## src/hw/hazardPkg.sv

```systemverilog
`default_nettype none

package hazardPkg;

	// Forwarding sources for the branch and jump compare in decode
	typedef enum logic [2:0] {
		dNone,
		dDeLink,
		dEmLink,
		dEmAlu,
		dEmMf
	} dBypassT;

	// Forwarding sources for the ALU operands in execute
	typedef enum logic [3:0] {
		eNone,
		eEmLink,
		eEmAlu,
		eEmMf,
		eMwLink,
		eMwAlu,
		eMwMf,
		eMwLoad
	} eBypassT;

	// Store data in memory can only come from a load in writeback
	typedef enum logic {
		mNone,
		mMwLoad
	} mBypassT;

	typedef struct packed {
		logic    stall;
		dBypassT drs;
		dBypassT drt;
		eBypassT ers;
		eBypassT ert;
		mBypassT mrt;
	} hazardOutT;

endpackage

`default_nettype wire

```

## src/hw/mipsIsaPkg.sv

```systemverilog
`default_nettype none

package mipsIsaPkg;

	typedef logic [31:0] instrT;
	typedef logic [4:0]  regAddrT;
	typedef logic [5:0]  opcodeT;
	typedef logic [5:0]  functT;

	localparam opcodeT opRType  = 6'h00;
	localparam opcodeT opRegImm = 6'h01;
	localparam opcodeT opJal    = 6'h03;
	localparam opcodeT opBeq    = 6'h04;
	localparam opcodeT opBne    = 6'h05;
	localparam opcodeT opBlez   = 6'h06;
	localparam opcodeT opBgtz   = 6'h07;
	localparam opcodeT opAddi   = 6'h08;
	localparam opcodeT opAddiu  = 6'h09;
	localparam opcodeT opSlti   = 6'h0a;
	localparam opcodeT opSltiu  = 6'h0b;
	localparam opcodeT opAndi   = 6'h0c;
	localparam opcodeT opOri    = 6'h0d;
	localparam opcodeT opXori   = 6'h0e;
	localparam opcodeT opLui    = 6'h0f;
	localparam opcodeT opLb     = 6'h20;
	localparam opcodeT opLh     = 6'h21;
	localparam opcodeT opLw     = 6'h23;
	localparam opcodeT opLbu    = 6'h24;
	localparam opcodeT opLhu    = 6'h25;
	localparam opcodeT opSb     = 6'h28;
	localparam opcodeT opSh     = 6'h29;
	localparam opcodeT opSw     = 6'h2b;

	localparam functT functSll   = 6'h00;
	localparam functT functSrl   = 6'h02;
	localparam functT functSra   = 6'h03;
	localparam functT functSllv  = 6'h04;
	localparam functT functSrlv  = 6'h06;
	localparam functT functSrav  = 6'h07;
	localparam functT functJr    = 6'h08;
	localparam functT functJalr  = 6'h09;
	localparam functT functMfhi  = 6'h10;
	localparam functT functMthi  = 6'h11;
	localparam functT functMflo  = 6'h12;
	localparam functT functMtlo  = 6'h13;
	localparam functT functMult  = 6'h18;
	localparam functT functMultu = 6'h19;
	localparam functT functDiv   = 6'h1a;
	localparam functT functDivu  = 6'h1b;
	localparam functT functAdd   = 6'h20;
	localparam functT functAddu  = 6'h21;
	localparam functT functSub   = 6'h22;
	localparam functT functSubu  = 6'h23;
	localparam functT functAnd   = 6'h24;
	localparam functT functOr    = 6'h25;
	localparam functT functXor   = 6'h26;
	localparam functT functNor   = 6'h27;
	localparam functT functSlt   = 6'h2a;
	localparam functT functSltu  = 6'h2b;

	// The rt field selects between bltz and bgez under opRegImm
	localparam regAddrT rtBltz = 5'd0;
	localparam regAddrT rtBgez = 5'd1;

	localparam regAddrT linkReg = 5'd31;

	typedef struct packed {
		logic calR;
		logic calI;
		logic md;
		logic mt;
		logic mf;
		logic load;
		logic store;
		logic branch;
		logic jr;
		logic jal;
		logic jalr;
	} instrClassT;

	typedef struct packed {
		instrClassT cls;
		regAddrT    rs;
		regAddrT    rt;
		regAddrT    dst;
		logic       regWrite;
	} stageRecT;

	localparam stageRecT recBubble = '0;

	function automatic logic isAlu(instrClassT cls);
		return cls.calR || cls.calI;
	endfunction

	function automatic logic isLink(instrClassT cls);
		return cls.jal || cls.jalr;
	endfunction

	// True when the producer record writes a nonzero register that the consumer reads
	function automatic logic writesReg(stageRecT producer, regAddrT src);
		return producer.regWrite && (producer.dst == src) && (src != '0);
	endfunction

endpackage

`default_nettype wire

```

## src/hw/bypassSelect.sv

```systemverilog
`default_nettype none

module bypassSelect (
	input  mipsIsaPkg::stageRecT fdRec_i,
	input  mipsIsaPkg::stageRecT deRec_i,
	input  mipsIsaPkg::stageRecT emRec_i,
	input  mipsIsaPkg::stageRecT mwRec_i,
	output hazardPkg::dBypassT   drs_o,
	output hazardPkg::dBypassT   drt_o,
	output hazardPkg::eBypassT   ers_o,
	output hazardPkg::eBypassT   ert_o,
	output hazardPkg::mBypassT   mrt_o
);
	import mipsIsaPkg::*;
	import hazardPkg::*;

	logic deReadsRs;
	logic deReadsRt;

	// Earlier stages hold the newer value, so they win
	function automatic dBypassT decodeSel(regAddrT src, stageRecT de, stageRecT em);
		if (isLink(de.cls) && writesReg(de, src))
			return dDeLink;
		if (isLink(em.cls) && writesReg(em, src))
			return dEmLink;
		if (isAlu(em.cls) && writesReg(em, src))
			return dEmAlu;
		if (em.cls.mf && writesReg(em, src))
			return dEmMf;
		return dNone;
	endfunction

	function automatic eBypassT executeSel(regAddrT src, stageRecT em, stageRecT mw);
		if (isLink(em.cls) && writesReg(em, src))
			return eEmLink;
		if (isAlu(em.cls) && writesReg(em, src))
			return eEmAlu;
		if (em.cls.mf && writesReg(em, src))
			return eEmMf;
		if (isLink(mw.cls) && writesReg(mw, src))
			return eMwLink;
		if (isAlu(mw.cls) && writesReg(mw, src))
			return eMwAlu;
		if (mw.cls.mf && writesReg(mw, src))
			return eMwMf;
		if (mw.cls.load && writesReg(mw, src))
			return eMwLoad;
		return eNone;
	endfunction

	assign deReadsRs = isAlu(deRec_i.cls) || deRec_i.cls.md || deRec_i.cls.mt ||
		deRec_i.cls.load || deRec_i.cls.store;
	assign deReadsRt = deRec_i.cls.calR || deRec_i.cls.md || deRec_i.cls.store;

	assign drs_o = (fdRec_i.cls.branch || fdRec_i.cls.jr || fdRec_i.cls.jalr) ?
		decodeSel(fdRec_i.rs, deRec_i, emRec_i) : dNone;
	assign drt_o = fdRec_i.cls.branch ? decodeSel(fdRec_i.rt, deRec_i, emRec_i) : dNone;

	assign ers_o = deReadsRs ? executeSel(deRec_i.rs, emRec_i, mwRec_i) : eNone;
	assign ert_o = deReadsRt ? executeSel(deRec_i.rt, emRec_i, mwRec_i) : eNone;

	// Store data read in memory may still be in flight from a load one stage ahead
	assign mrt_o = (emRec_i.cls.store && mwRec_i.cls.load && writesReg(mwRec_i, emRec_i.rt)) ?
		mMwLoad : mNone;

endmodule

`default_nettype wire

```

## src/hw/hazardUnit.sv

```systemverilog
`default_nettype none

module hazardUnit (
	input  logic                 clk_i,
	input  logic                 rstN_i,
	input  mipsIsaPkg::instrT    instr_i,
	input  logic                 instrValid_i,
	input  logic                 eBusy_i,
	output hazardPkg::hazardOutT hazard_o
);
	import mipsIsaPkg::*;
	import hazardPkg::*;

	stageRecT fetchRec;
	stageRecT fdRec;
	stageRecT deRec;
	stageRecT emRec;
	stageRecT mwRec;
	logic     stall;
	dBypassT  drs;
	dBypassT  drt;
	eBypassT  ers;
	eBypassT  ert;
	mBypassT  mrt;

	instrClassifier classifier (
		.instr_i (instr_i),
		.valid_i (instrValid_i),
		.rec_o   (fetchRec)
	);

	stageTracker tracker (
		.clk_i      (clk_i),
		.rstN_i     (rstN_i),
		.fetchRec_i (fetchRec),
		.stall_i    (stall),
		.fdRec_o    (fdRec),
		.deRec_o    (deRec),
		.emRec_o    (emRec),
		.mwRec_o    (mwRec)
	);

	stallDetect stallCheck (
		.fdRec_i (fdRec),
		.deRec_i (deRec),
		.emRec_i (emRec),
		.eBusy_i (eBusy_i),
		.stall_o (stall)
	);

	bypassSelect bypass (
		.fdRec_i (fdRec),
		.deRec_i (deRec),
		.emRec_i (emRec),
		.mwRec_i (mwRec),
		.drs_o   (drs),
		.drt_o   (drt),
		.ers_o   (ers),
		.ert_o   (ert),
		.mrt_o   (mrt)
	);

	assign hazard_o = '{stall: stall, drs: drs, drt: drt, ers: ers, ert: ert, mrt: mrt};

endmodule

`default_nettype wire

```

## src/hw/instrClassifier.sv

```systemverilog
`default_nettype none

module instrClassifier (
	input  mipsIsaPkg::instrT    instr_i,
	input  logic                 valid_i,
	output mipsIsaPkg::stageRecT rec_o
);
	import mipsIsaPkg::*;

	opcodeT     opcode;
	functT      funct;
	regAddrT    rs;
	regAddrT    rt;
	regAddrT    rd;
	regAddrT    srcRt;
	regAddrT    dst;
	instrClassT cls;

	assign opcode = instr_i[31:26];
	assign rs     = instr_i[25:21];
	assign rt     = instr_i[20:16];
	assign rd     = instr_i[15:11];
	assign funct  = instr_i[5:0];

	// Under opRegImm the rt field is a sub-opcode, not a source register
	assign srcRt = (opcode == opRegImm) ? '0 : rt;

	always_comb begin
		cls = '0;
		case (opcode)
			opRType: begin
				case (funct)
					functSll, functSrl, functSra, functSllv, functSrlv, functSrav,
					functAdd, functAddu, functSub, functSubu, functAnd, functOr,
					functXor, functNor, functSlt, functSltu:
						cls.calR = 1'b1;
					functMult, functMultu, functDiv, functDivu:
						cls.md = 1'b1;
					functMthi, functMtlo:
						cls.mt = 1'b1;
					functMfhi, functMflo:
						cls.mf = 1'b1;
					functJr:
						cls.jr = 1'b1;
					functJalr:
						cls.jalr = 1'b1;
					default: ;
				endcase
			end
			opRegImm:
				cls.branch = (rt == rtBltz) || (rt == rtBgez);
			opBeq, opBne, opBlez, opBgtz:
				cls.branch = 1'b1;
			opJal:
				cls.jal = 1'b1;
			opAddi, opAddiu, opSlti, opSltiu, opAndi, opOri, opXori, opLui:
				cls.calI = 1'b1;
			opLb, opLh, opLw, opLbu, opLhu:
				cls.load = 1'b1;
			opSb, opSh, opSw:
				cls.store = 1'b1;
			default: ;
		endcase
	end

	always_comb begin
		if (cls.calR || cls.mf || cls.jalr)
			dst = rd;
		else if (cls.calI || cls.load)
			dst = rt;
		else if (cls.jal)
			dst = linkReg;
		else
			dst = '0;
	end

	always_comb begin
		rec_o = recBubble;
		if (valid_i) begin
			rec_o.cls      = cls;
			rec_o.rs       = rs;
			rec_o.rt       = srcRt;
			rec_o.dst      = dst;
			// dst stays zero for classes that write nothing
			rec_o.regWrite = (dst != '0);
		end
	end

endmodule

`default_nettype wire

```

## src/hw/stageTracker.sv

```systemverilog
`default_nettype none

module stageTracker (
	input  logic                 clk_i,
	input  logic                 rstN_i,
	input  mipsIsaPkg::stageRecT fetchRec_i,
	input  logic                 stall_i,
	output mipsIsaPkg::stageRecT fdRec_o,
	output mipsIsaPkg::stageRecT deRec_o,
	output mipsIsaPkg::stageRecT emRec_o,
	output mipsIsaPkg::stageRecT mwRec_o
);
	import mipsIsaPkg::*;

	// Fetch and decode freeze on a stall while execute takes a bubble
	always_ff @(posedge clk_i or negedge rstN_i) begin
		if (!rstN_i) begin
			fdRec_o <= recBubble;
			deRec_o <= recBubble;
		end else if (stall_i) begin
			deRec_o <= recBubble;
		end else begin
			fdRec_o <= fetchRec_i;
			deRec_o <= fdRec_o;
		end
	end

	// The back half of the pipe never waits
	always_ff @(posedge clk_i or negedge rstN_i) begin
		if (!rstN_i) begin
			emRec_o <= recBubble;
			mwRec_o <= recBubble;
		end else begin
			emRec_o <= deRec_o;
			mwRec_o <= emRec_o;
		end
	end

endmodule

`default_nettype wire

```

## src/hw/stallDetect.sv

```systemverilog
`default_nettype none

module stallDetect (
	input  mipsIsaPkg::stageRecT fdRec_i,
	input  mipsIsaPkg::stageRecT deRec_i,
	input  mipsIsaPkg::stageRecT emRec_i,
	input  logic                 eBusy_i,
	output logic                 stall_o
);
	import mipsIsaPkg::*;

	logic readsRsInD;
	logic readsRsInE;
	logic readsRtInE;
	logic deProducer;
	logic stallRs;
	logic stallRt;
	logic stallMd;

	// Branches and register jumps resolve in decode and need their operands early
	assign readsRsInD = fdRec_i.cls.branch || fdRec_i.cls.jr || fdRec_i.cls.jalr;
	assign readsRsInE = isAlu(fdRec_i.cls) || fdRec_i.cls.md || fdRec_i.cls.mt ||
		fdRec_i.cls.load || fdRec_i.cls.store;
	assign readsRtInE = fdRec_i.cls.calR || fdRec_i.cls.md;

	// A link result is already known in DE and gets forwarded instead
	assign deProducer = isAlu(deRec_i.cls) || deRec_i.cls.mf || deRec_i.cls.load;

	assign stallRs =
		(readsRsInD && deProducer && writesReg(deRec_i, fdRec_i.rs)) ||
		(readsRsInD && emRec_i.cls.load && writesReg(emRec_i, fdRec_i.rs)) ||
		(readsRsInE && deRec_i.cls.load && writesReg(deRec_i, fdRec_i.rs));

	assign stallRt =
		(fdRec_i.cls.branch && deProducer && writesReg(deRec_i, fdRec_i.rt)) ||
		(fdRec_i.cls.branch && emRec_i.cls.load && writesReg(emRec_i, fdRec_i.rt)) ||
		(readsRtInE && deRec_i.cls.load && writesReg(deRec_i, fdRec_i.rt));

	// HI/LO users wait until the multiply/divide unit is idle
	assign stallMd = (fdRec_i.cls.md || fdRec_i.cls.mt || fdRec_i.cls.mf) &&
		(deRec_i.cls.md || eBusy_i);

	assign stall_o = stallRs || stallRt || stallMd;

endmodule

`default_nettype wire

```

## config.mk

```make
export PLATFORM = sky130hd
export DESIGN_NAME = hazardUnit
export DESIGN_NICKNAME = d
export VERILOG_FILES = /design/src/hw/hazardPkg.sv /design/src/hw/mipsIsaPkg.sv /design/src/hw/bypassSelect.sv /design/src/hw/hazardUnit.sv /design/src/hw/instrClassifier.sv /design/src/hw/stageTracker.sv /design/src/hw/stallDetect.sv
export SDC_FILE = /design/constraint.sdc
export NUM_CORES = 1
export LEC_CHECK = 0
export BUFFER_PORTS_ARGS = -buffer_cell sky130_fd_sc_hd__buf_2
export CAP_MARGIN = 20
export CORE_UTILIZATION = 55
export CTS_CLUSTER_DIAMETER = 80
export DETAILED_ROUTE_END_ITERATION = 16
export GPL_TIMING_DRIVEN = 0
export PLACE_DENSITY = 0.77
export SLEW_MARGIN = 10
export SYNTH_ARGS = -nofsm -noshare
export SYNTH_HDL_FRONTEND = slang
export SYNTH_SLANG_ARGS = --single-unit
```

## constraint.sdc

```tcl
create_clock -name clk_i -period 4.1 [get_ports clk_i]
set_clock_uncertainty 0.2 [all_clocks]
set_input_delay 0.41 -clock clk_i [delete_from_list [all_inputs] [get_ports clk_i]]
set_output_delay 0.41 -clock clk_i [all_outputs]
set_load 0.02 [all_outputs]
```

==> After elaboration in Yosys (flattened, before gate mapping) <==
Index checks and enable logic that the tools add are counted.
{ "word_totals": {"out_inout_bits": 16, "reg_bits": 82} }
{ "classes": {"n_eq_ne": 57, "n_mux": 152, "n_reduce_logical": 107} }
{ "ops": {"columns": ["operator", "n"], "rows": [
  ["4-bit 2-to-1 mux", 36],
  ["6-bit == test, second input constant", 18],
  ["1-bit 2-to-1 mux", 90],
  ["6-bit by 4-bit == test with 1-bit output, second input constant", 10],
  ["3-bit 2-to-1 mux", 19],
  ["1-bit logical AND", 55],
  ["27-bit 2-to-1 mux", 2],
  ["6-bit by 5-bit == test with 1-bit output, second input constant", 8],
  ["5-bit == test", 9],
  ["6-bit by 3-bit == test with 1-bit output, second input constant", 7],
  ["1-bit logical OR", 35],
  ["5-bit nonzero test", 6],
  ["5-bit 2-to-1 mux", 4],
  ["6-bit by 2-bit == test with 1-bit output, second input constant", 3],
  ["16-bit OR reduction", 1],
  ["6-bit zero test", 2],
  ["4-bit OR reduction", 2],
  ["8-bit OR reduction", 1],
  ["6-bit by 1-bit == test with 1-bit output, second input constant", 1],
  ["5-bit by 1-bit == test with 1-bit output, second input constant", 1],
  ["5-bit zero test", 1],
  ["5-bit OR reduction", 1],
  ["2-bit OR reduction", 2],
  ["3-bit OR reduction", 1],
  ["1-bit one-hot mux with 2 select lines", 1]
]} }

==> Logic depth before layout (Yosys ltp) <==
Gate-level depths: netlist of the first run.
{ "depth": {"word_depth": 34, "depth_mapped": 9, "depth_no_buf": 7} }

==> Modules after synthesis <==
A second synthesis of the first run with hierarchy kept.
{ "hier_totals": {"cells_unflattened": 415, "area_unflattened_um2": 5081.1} }
{ "by_module_without_submodules": {"columns": ["module", "area_per_inst_um2", "cells_per_inst", "n_inst"], "rows": [
  ["stageTracker", 3334.4, 168, 1],
  ["bypassSelect", 904.6, 127, 1],
  ["instrClassifier", 471.7, 72, 1],
  ["stallDetect", 355.3, 46, 1],
  ["hazardUnit", 15.0, 2, 1]
]} }

==> Worst setup path before layout of the first run <==
Ideal clock, no wire load.
{ "synth_timing": {"path_type": "register to output", "start": "register tracker.fdRec_o[12] (netlist name)", "end": "output hazard_o[15] (netlist name)", "required_time_ns": 3.490, "path_slack_ns": 1.463, "arrival_ns": 2.027, "stages_incl_launch_ff": 9, "n_path_buf": 2, "path_cell_list": "dfrtp_1 -> or4_1 -> nor2_1 -> nor3_1 -> a21boi_0 -> nor4_4 -> inv_1 -> buf_2 -> buf_4"} }
{ "synth_via": {"elab_chain_len": 8, "word_cells_on_any_way": 14} }
{ "synth_rtl": {"columns": ["element", "line", "source"], "rows": [
  ["start, declared", "stageTracker.sv:8", "output mipsIsaPkg::stageRecT fdRec_o,"],
  ["start signal, assigned", "stageTracker.sv:18", "fdRec_o <= recBubble;"],
  ["start signal, assigned", "stageTracker.sv:23", "fdRec_o <= fetchRec_i;"],
  ["5-bit == test", "mipsIsaPkg.sv:101", "return producer.regWrite && (producer.dst == src) && (src != '0);"],
  ["1-bit logical AND (2 in series)", "mipsIsaPkg.sv:101", null],
  ["1-bit logical AND, on equally long branches", "stallDetect.sv:30, stallDetect.sv:31", null],
  ["1-bit logical OR", "stallDetect.sv:30", "(readsRsInD && deProducer && writesReg(deRec_i, fdRec_i.rs)) ||"],
  ["1-bit logical OR (*)", "stallDetect.sv:31", "(readsRsInD && emRec_i.cls.load && writesReg(emRec_i, fdRec_i.rs)) ||"],
  ["1-bit logical OR (*) (2 in series)", "stallDetect.sv:43", "assign stall_o = stallRs || stallRt || stallMd;"],
  ["end, declared", "hazardUnit.sv:9", "output hazardPkg::hazardOutT hazard_o"]
]} }
Mark *: on every way between the ends. The rest lies on a longest branch, timed or not.

==> Worst setup path after layout of the first run <==
{ "layout_timing": {"start": "register tracker.emRec_o[5] (netlist name)", "end": "output hazard_o[15] (netlist name)"} }
{ "layout_via": {"elab_chain_len": 8, "word_cells_on_any_way": 14} }
{ "layout_rtl": {"columns": ["element", "line", "source"], "rows": [
  ["start, declared", "stageTracker.sv:10", "output mipsIsaPkg::stageRecT emRec_o,"],
  ["start signal, assigned", "stageTracker.sv:31", "emRec_o <= recBubble;"],
  ["start signal, assigned", "stageTracker.sv:34", "emRec_o <= deRec_o;"],
  ["5-bit == test", "mipsIsaPkg.sv:101", null],
  ["1-bit logical AND (2 in series)", "mipsIsaPkg.sv:101", null],
  ["1-bit logical AND, on equally long branches", "stallDetect.sv:31, stallDetect.sv:36", null],
  ["1-bit logical OR, on equally long branches", "stallDetect.sv:30, stallDetect.sv:35", null],
  ["1-bit logical OR, on equally long branches", "stallDetect.sv:31, stallDetect.sv:36", null],
  ["1-bit logical OR (*) (2 in series)", "stallDetect.sv:43", null]
]} }
Marks and branches as above.

==> impl_results.md, run 1 <==
* Final std cells w/o fill at 532
* Crit path DAT at 2.87 ns
* Met3 routed WL at 311 um
* Area growth from synthesis to layout at 14.8%
* Via count at 2,951
* Post-CTS sizing at 0
* CP endpoint kind: output port
* Commonest non-fill, non-tap cell in the layout: dfrtp_1
* Crit start category: register
* Peak VDD IR at 0.000207 V
* Reg2Reg Setup Slack at 1.40 ns
* Hold WC Path Type: in2reg
* Drt pass-1 iters at 4
* WL per Instance at 15.5 um
* First-pass GRT wire length at 13,800 um
* Post-CTS setup buffer count at 0
* DPL Wire Length at 6180 um
* Reg2reg end: tracker.fdRec_o[1]
* IO Pins at 52
* Critical path type: reg2out
* GP Congestion at 0.832
* Async S/R FF share, synth at 1.00
* #FFs+latches synth at 82
* Sink Count at 82
* Metal2 WL at 3960 um
* Die area at 0.00756 mm2
* Max-slew violations at 0
* Worst hold start: instr_i[24]
* Leak at 2.23 nW
* Row cnt at 30
* Final Hold Vio Count at 0
* Final Instance Area at 0.00455 mm2
* Critical path's most frequent cell: buf_2
* Worst Reg2Reg Path Length in Cells at 7
* DP Area at 0.00434 mm2
* Num CTS Buffers at 9
* Synth warnings at 0
* Setup Total Neg Slack at 0 ns
* Grt total ovfl at 0
* Post-synth EDFFs at 0
* Syn Area/Cell at 10.6 um2
* Post-synth top flop: dfrtp_1
* Pre-CTS WS at 0.974 ns
* Cell area after synthesis at 0.00397 mm2
* Worst setup margin at 0.620 ns
* Worst EP required at 3.49 ns
* Commonest non-fill, non-tap cells in the layout: dfrtp_1 (82), buf_2 (43), xnor2_1 (30), nor2_1 (30), nand2_1 (24)
* Die Ht at 86.9 um
* Clk buf depth at 2
* Die Wd at 86.9 um
* Final antenna-violating net count at 0
* Worst-Margin Slew at 0.939 ns
* 1st-iter DRT viols at 221
* CTS root buffer: clkbuf_8
* Netlist cell types at 46
* Largest net degree at the start of global routing at 56
* Status: complete, no violations
* Max-slew headroom at 0.368
* CP startpoint: tracker.emRec_o[5]
* Power density over the cells at 354 mW/mm2
* Worst-skew pair later-pin latency at 0.35 ns
* CTS tree: done
* Tmin final at 3.48 ns
* I/O Buffers at 43
* RSZ-0062 raised after global routing: false
* Fin crit share at 0.849
* Layout cell share with drive strength beyond 1 at 0.195
* Final count of negative-setup-slack endpoints at 0
* Core Region at 0.00687 mm2
* Fillers at 533
* DP Cell Count at 517
* Wl on met1 at 3780 um
* DR top layer: met4
* GRT Util Overall at 0.245
* Seq/Total Area, Yosys at 0.517
* Maxcap violations at 0
* Initial core utilization at 0.578
* Net count, final at 469
* Fmax at 287 MHz
* Ant. Diodes at 0
* H-tree depth at 3
* Vias in the first global route at 2,873
* Worst-path clk slew at 0.08 ns
* WHS Endpoint: tracker.fdRec_o[14]
* Initial antenna violation count at 0
* Final WL at 8260 um
* Drt drc at 0
* FF-to-FF Start: tracker.fdRec_o[12]
* Cell Chain, Critical Path: clkbuf_1 -> xnor2_1 -> nand4_1 -> or4_1 -> o21ai_0 -> nor4_4 -> inv_1 -> buf_2 -> buf_4 -> buf_2
* Via density at 5.55
* Synthesized instance count at 376
* Critical path peak fanout at 10
* Critical path's slowest cell: or4_1
* Hold path cells at 3
* Hold Buf Count CTS at 1
* CP max stage delay at 0.49 ns
## sequential cells by signal, summed over array words and instances, names as in the netlist
name / count
tracker.deRec_o: 25
tracker.fdRec_o: 27
tracker.emRec_o: 18
tracker.mwRec_o: 12
## synth_stat cells, types with 2 or more instances
| cell | number | area, um2 |
|---|---|---|
| or3_1 | 6 | 37.5 |
| buf_6 | 2 | 22.5 |
| a21boi_0 | 4 | 30.0 |
| mux2i_1 | 13 | 130 |
| a221oi_1 | 5 | 43.8 |
| a21o_1 | 2 | 15.0 |
| a211oi_1 | 6 | 45.0 |
| inv_1 | 22 | 82.6 |
| o21ai_0 | 8 | 40.0 |
| nor3_1 | 14 | 70.1 |
| xor2_1 | 10 | 87.6 |
| mux2_2 | 15 | 169 |
| nand4_1 | 7 | 43.8 |
| xnor2_1 | 30 | 263 |
| nor2b_1 | 6 | 37.5 |
| o21a_1 | 2 | 15.0 |
| a21oi_1 | 11 | 55.1 |
| o31a_1 | 3 | 26.3 |
| buf_4 | 5 | 37.5 |
| dfrtp_1 | 82 | 2050 |
| nand3b_1 | 2 | 15.0 |
| nor2_1 | 30 | 113 |
| nor4_1 | 10 | 62.6 |
| or4_1 | 8 | 60.1 |
| nand2_1 | 24 | 90.1 |
| o22ai_1 | 2 | 12.5 |
| clkbuf_1 | 6 | 22.5 |
| and3_1 | 2 | 12.5 |
| nand2b_1 | 4 | 25.0 |
| a22oi_1 | 2 | 15.0 |
| and2_1 | 13 | 81.3 |
| nand3_1 | 6 | 30.0 |
## worst max path at each step
stage / end / slack [ns] / depth (start not counted)
2_1_floorplan: hazard_o[15] / 1.46 / 8
6_report: hazard_o[15] / 0.62 / 10
3_3_place_gp: hazard_o[15] / 1.06 / 10
3_5_place_dp: hazard_o[15] / 0.97 / 10
5_1_grt: hazard_o[15] / 0.42 / 10
4_1_cts: hazard_o[15] / 0.59 / 10
## stage by stage
step	power, mW	util	hold WS, ns
final	1.61	0.663	0.104
after global routing	1.68	0.663	0.102
after CTS	1.62	0.663	0.0940
after detailed placement	1.01	0.632	0.155
after global placement	1.00	0.627	0.154
after floorplan	0.948	-	-0.0856
## cell type report
cell class	instances	area, um2	area share
Sequential cell	82	2050	0.451
Multi-Input combinational cell	259	1750	0.384
Timing Repair Buffer	45	255	0.0560
Clock buffer	11	141	0.0310
Tap cell	96	120	0.0264
Buffer	14	87.6	0.0192
Inverter	22	82.6	0.0181
Clock inverter	3	65.1	0.0143
## kinds of logic after synthesis
kind of cell | Yosys count | share of synthesized area
AO/OA/AOI/OAI | 51 | 0.0886
XOR/XNOR | 40 | 0.0883
buffers and inverters | 36 | 0.0429
flip-flops | 82 | 0.517
multiplexers | 28 | 0.0753
other | 1 | 0.000945
AND/OR/NAND/NOR | 138 | 0.187
## worst max-delay path, delay by kind of cell (launching register included)
family	cells	cell delay [ns]
XOR/XNOR	1	0.16
buffers and inverters	5	0.99
AND/OR/NAND/NOR	3	0.68
flip-flops	1	0.35
AO/OA/AOI/OAI	1	0.34
## where the power goes
group	internal (mW)	total (mW)	leakage [nW]	switching (mW)
Sequential	0.832	0.860	1.11	0.0281
Clock	0.352	0.615	0.105	0.263
Combinational	0.0623	0.136	1.02	0.0736
## per-layer routing
metal | vias up | track usage
met5 | - | 0
met4 | 0 | 0.123
met3 | 17 | 0.0436
met2 | 83 | 0.398
met1 | 1423 | 0.319
li1 | 1428 | -
Power figures use the tool's default switching activity.
==> inputs of run 2 (changes only) <==
Clock period 4.1 ns to 3.61 ns, I/O delays scaled along.
==> impl_results.md, run 2 (synthesized netlist as in run 1, its figures left out) <==
* Status: complete, no violations
* H-tree depth at 3 (unchanged)
* Row cnt at 30 (unchanged)
* Hold path cells at 3 (unchanged)
* Biggest register: tracker.fdRec_o
* Drt drc at 0 (unchanged)
* Clk buf depth at 2 (unchanged)
* RSZ-0062 raised after global routing: false
* Reg2reg end: tracker.fdRec_o[1]
* Maxcap violations at 0 (unchanged)
* Pre-CTS WS at 0.533 ns (-0.441 ns)
* Total Power at 1.83 mW (+14%)
* Crit start category: register
* Layout cell share with drive strength beyond 1 at 0.195 (unchanged)
* Max-slew headroom at 0.368 (unchanged)
* Ant. Diodes at 0 (unchanged)
* WHS Endpoint: tracker.fdRec_o[14]
* Die Wd at 86.9 um (unchanged)
* 1st-iter DRT viols at 221 (unchanged)
* Setup Total Neg Slack at 0 ns (unchanged)
* GP Congestion at 0.832 (unchanged)
* Largest net degree at the start of global routing at 56 (unchanged)
* Worst hold start: instr_i[24]
* Leak at 2.23 nW (about the same)
* Num CTS Buffers at 9 (unchanged)
* Largest regs: tracker.fdRec_o (27), tracker.deRec_o (25), tracker.emRec_o (18)
* Grt total ovfl at 0 (unchanged)
* Final WL at 8260 um (unchanged)
* Max-slew violations at 0 (unchanged)
* Hold WC Path Type: in2reg
* Commonest non-fill, non-tap cells in the layout: dfrtp_1 (82), buf_2 (43), xnor2_1 (30), nor2_1 (30), nand2_1 (24)
* IO Pins at 52 (unchanged)
* GRT Util Overall at 0.245 (unchanged)
* Worst EP required at 3.05 ns (-0.44 ns)
* Core Region at 0.00687 mm2 (unchanged)
* Die Ht at 86.9 um (unchanged)
* Worst setup margin at 0.204 ns (-0.416 ns)
* Net count, final at 469 (unchanged)
* FF-to-FF Start: tracker.fdRec_o[12]
* Final Core Density at 0.663 (unchanged)
* Initial core utilization at 0.578 (unchanged)
* I/O Buffers at 43 (unchanged)
* CP endpoint kind: output port
* Post-CTS setup buffer count at 0 (unchanged)
* Peak VDD IR at 0.000235 V (+14%)
* Final std cells w/o fill at 532 (unchanged)
* Fin crit share at 0.944
* Critical path type: reg2out
* DP Cell Count at 517 (unchanged)
* Critical path peak fanout at 10 (unchanged)
* Sink Count at 82 (unchanged)
* Worst Reg2Reg Path Length in Cells at 7 (unchanged)
* Final antenna-violating net count at 0 (unchanged)
* WL per Instance at 15.5 um (unchanged)
* Tmin final at 3.41 ns
* Final Hold Vio Count at 0 (unchanged)
* DPL Wire Length at 6180 um (unchanged)
* Reg2Reg Setup Slack at 0.92 ns (-0.48 ns)
* Commonest non-fill, non-tap cell in the layout: dfrtp_1
* Die area at 0.00756 mm2 (unchanged)
* Drt pass-1 iters at 4 (unchanged)
* CTS tree: done
* Final count of negative-setup-slack endpoints at 0 (unchanged)
* CTS root buffer: clkbuf_8
* Power density over the cells at 402 mW/mm2 (+14%)
* Worst-path clk slew at 0.08 ns (about the same)
* Initial antenna violation count at 0 (unchanged)
* Fmax at 294 MHz
* Crit path DAT at 2.85 ns (-0.02 ns)
* Via count at 2,951 (unchanged)
* Via density at 5.55 (unchanged)
* Max reg flops at 27 (unchanged)
* Worst-skew pair later-pin latency at 0.35 ns (about the same)
* Worst-Margin Slew at 0.939 ns (unchanged)
* Vias in the first global route at 2,873 (unchanged)
* Area growth from synthesis to layout at 14.8% (unchanged)
* First-pass GRT wire length at 13,800 um (unchanged)
-- run 2: cell counts in the layout (fill, tap and decap cells not counted) --
Identical to the previous run, type by type.
-- run 2: cell type report --
class | instances | area [um2]
fill | 533 | 2310
sequential | 82 | 2050
multi-input combinational | 259 | 1750
timing repair buffer | 45 | 255
clock buffer | 11 | 141
tap | 96 | 120
buffer | 14 | 87.6
inverter | 22 | 82.6
clock inverter | 3 | 65.1
-- run 2: critical path, cell delays in order (launching register included) --
cell and delay [ns]:
dfrtp_1 0.44, or4_1 0.54, nor2_1 0.14, nor3_1 0.11, a21boi_0 0.17, nor4_4 0.39, inv_1 0.18, buf_2 0.23
buf_4 0.15, buf_2 0.15
-- run 2: where the power goes --
part	switching [mW]	leakage, nW	internal (mW)
sequential	0.0319	1.11	0.945
combinational	0.0836	1.02	0.0707
clock	0.299	0.105	0.400
total	0.414	2.23	1.42
-- run 2: per-layer routing --
layer	global-route usage	part of all wire	wire, um
met1	0.319	0.46	3780
met2	0.398	0.48	3960
met3	0.0436	0.038	311
met4	0.123	0.026	218
met5	0	0	0
-- run 2: worst max-delay path by stage --
stage | startpoint | end | slack [ns] | depth (start not counted)
2_1_floorplan | tracker.fdRec_o[12] | hazard_o[15] | 1.02 | 8
3_3_place_gp | tracker.emRec_o[1] | hazard_o[15] | 0.62 | 10
3_5_place_dp | tracker.emRec_o[5] | hazard_o[15] | 0.53 | 10
4_1_cts | tracker.emRec_o[5] | hazard_o[15] | 0.15 | 10
5_1_grt | tracker.fdRec_o[19] | hazard_o[15] | 0.02 | 9
6_report | tracker.fdRec_o[12] | hazard_o[15] | 0.20 | 9
-- run 2: timing repair --
item,CTS,global route
resized for setup,0,1
hold buffers,1,0
endpoints found under the hold margin,27,0
endpoints found under the setup margin,0,1
-- run 2: stage by stage --
stage	cell area [um2]	hold WS, ns
after floorplan	3970	-0.135
after global placement	4310	0.154
after detailed placement	4340	0.108
after CTS	4550	0.0450
after global routing	4550	0.0528
final	4550	0.0552
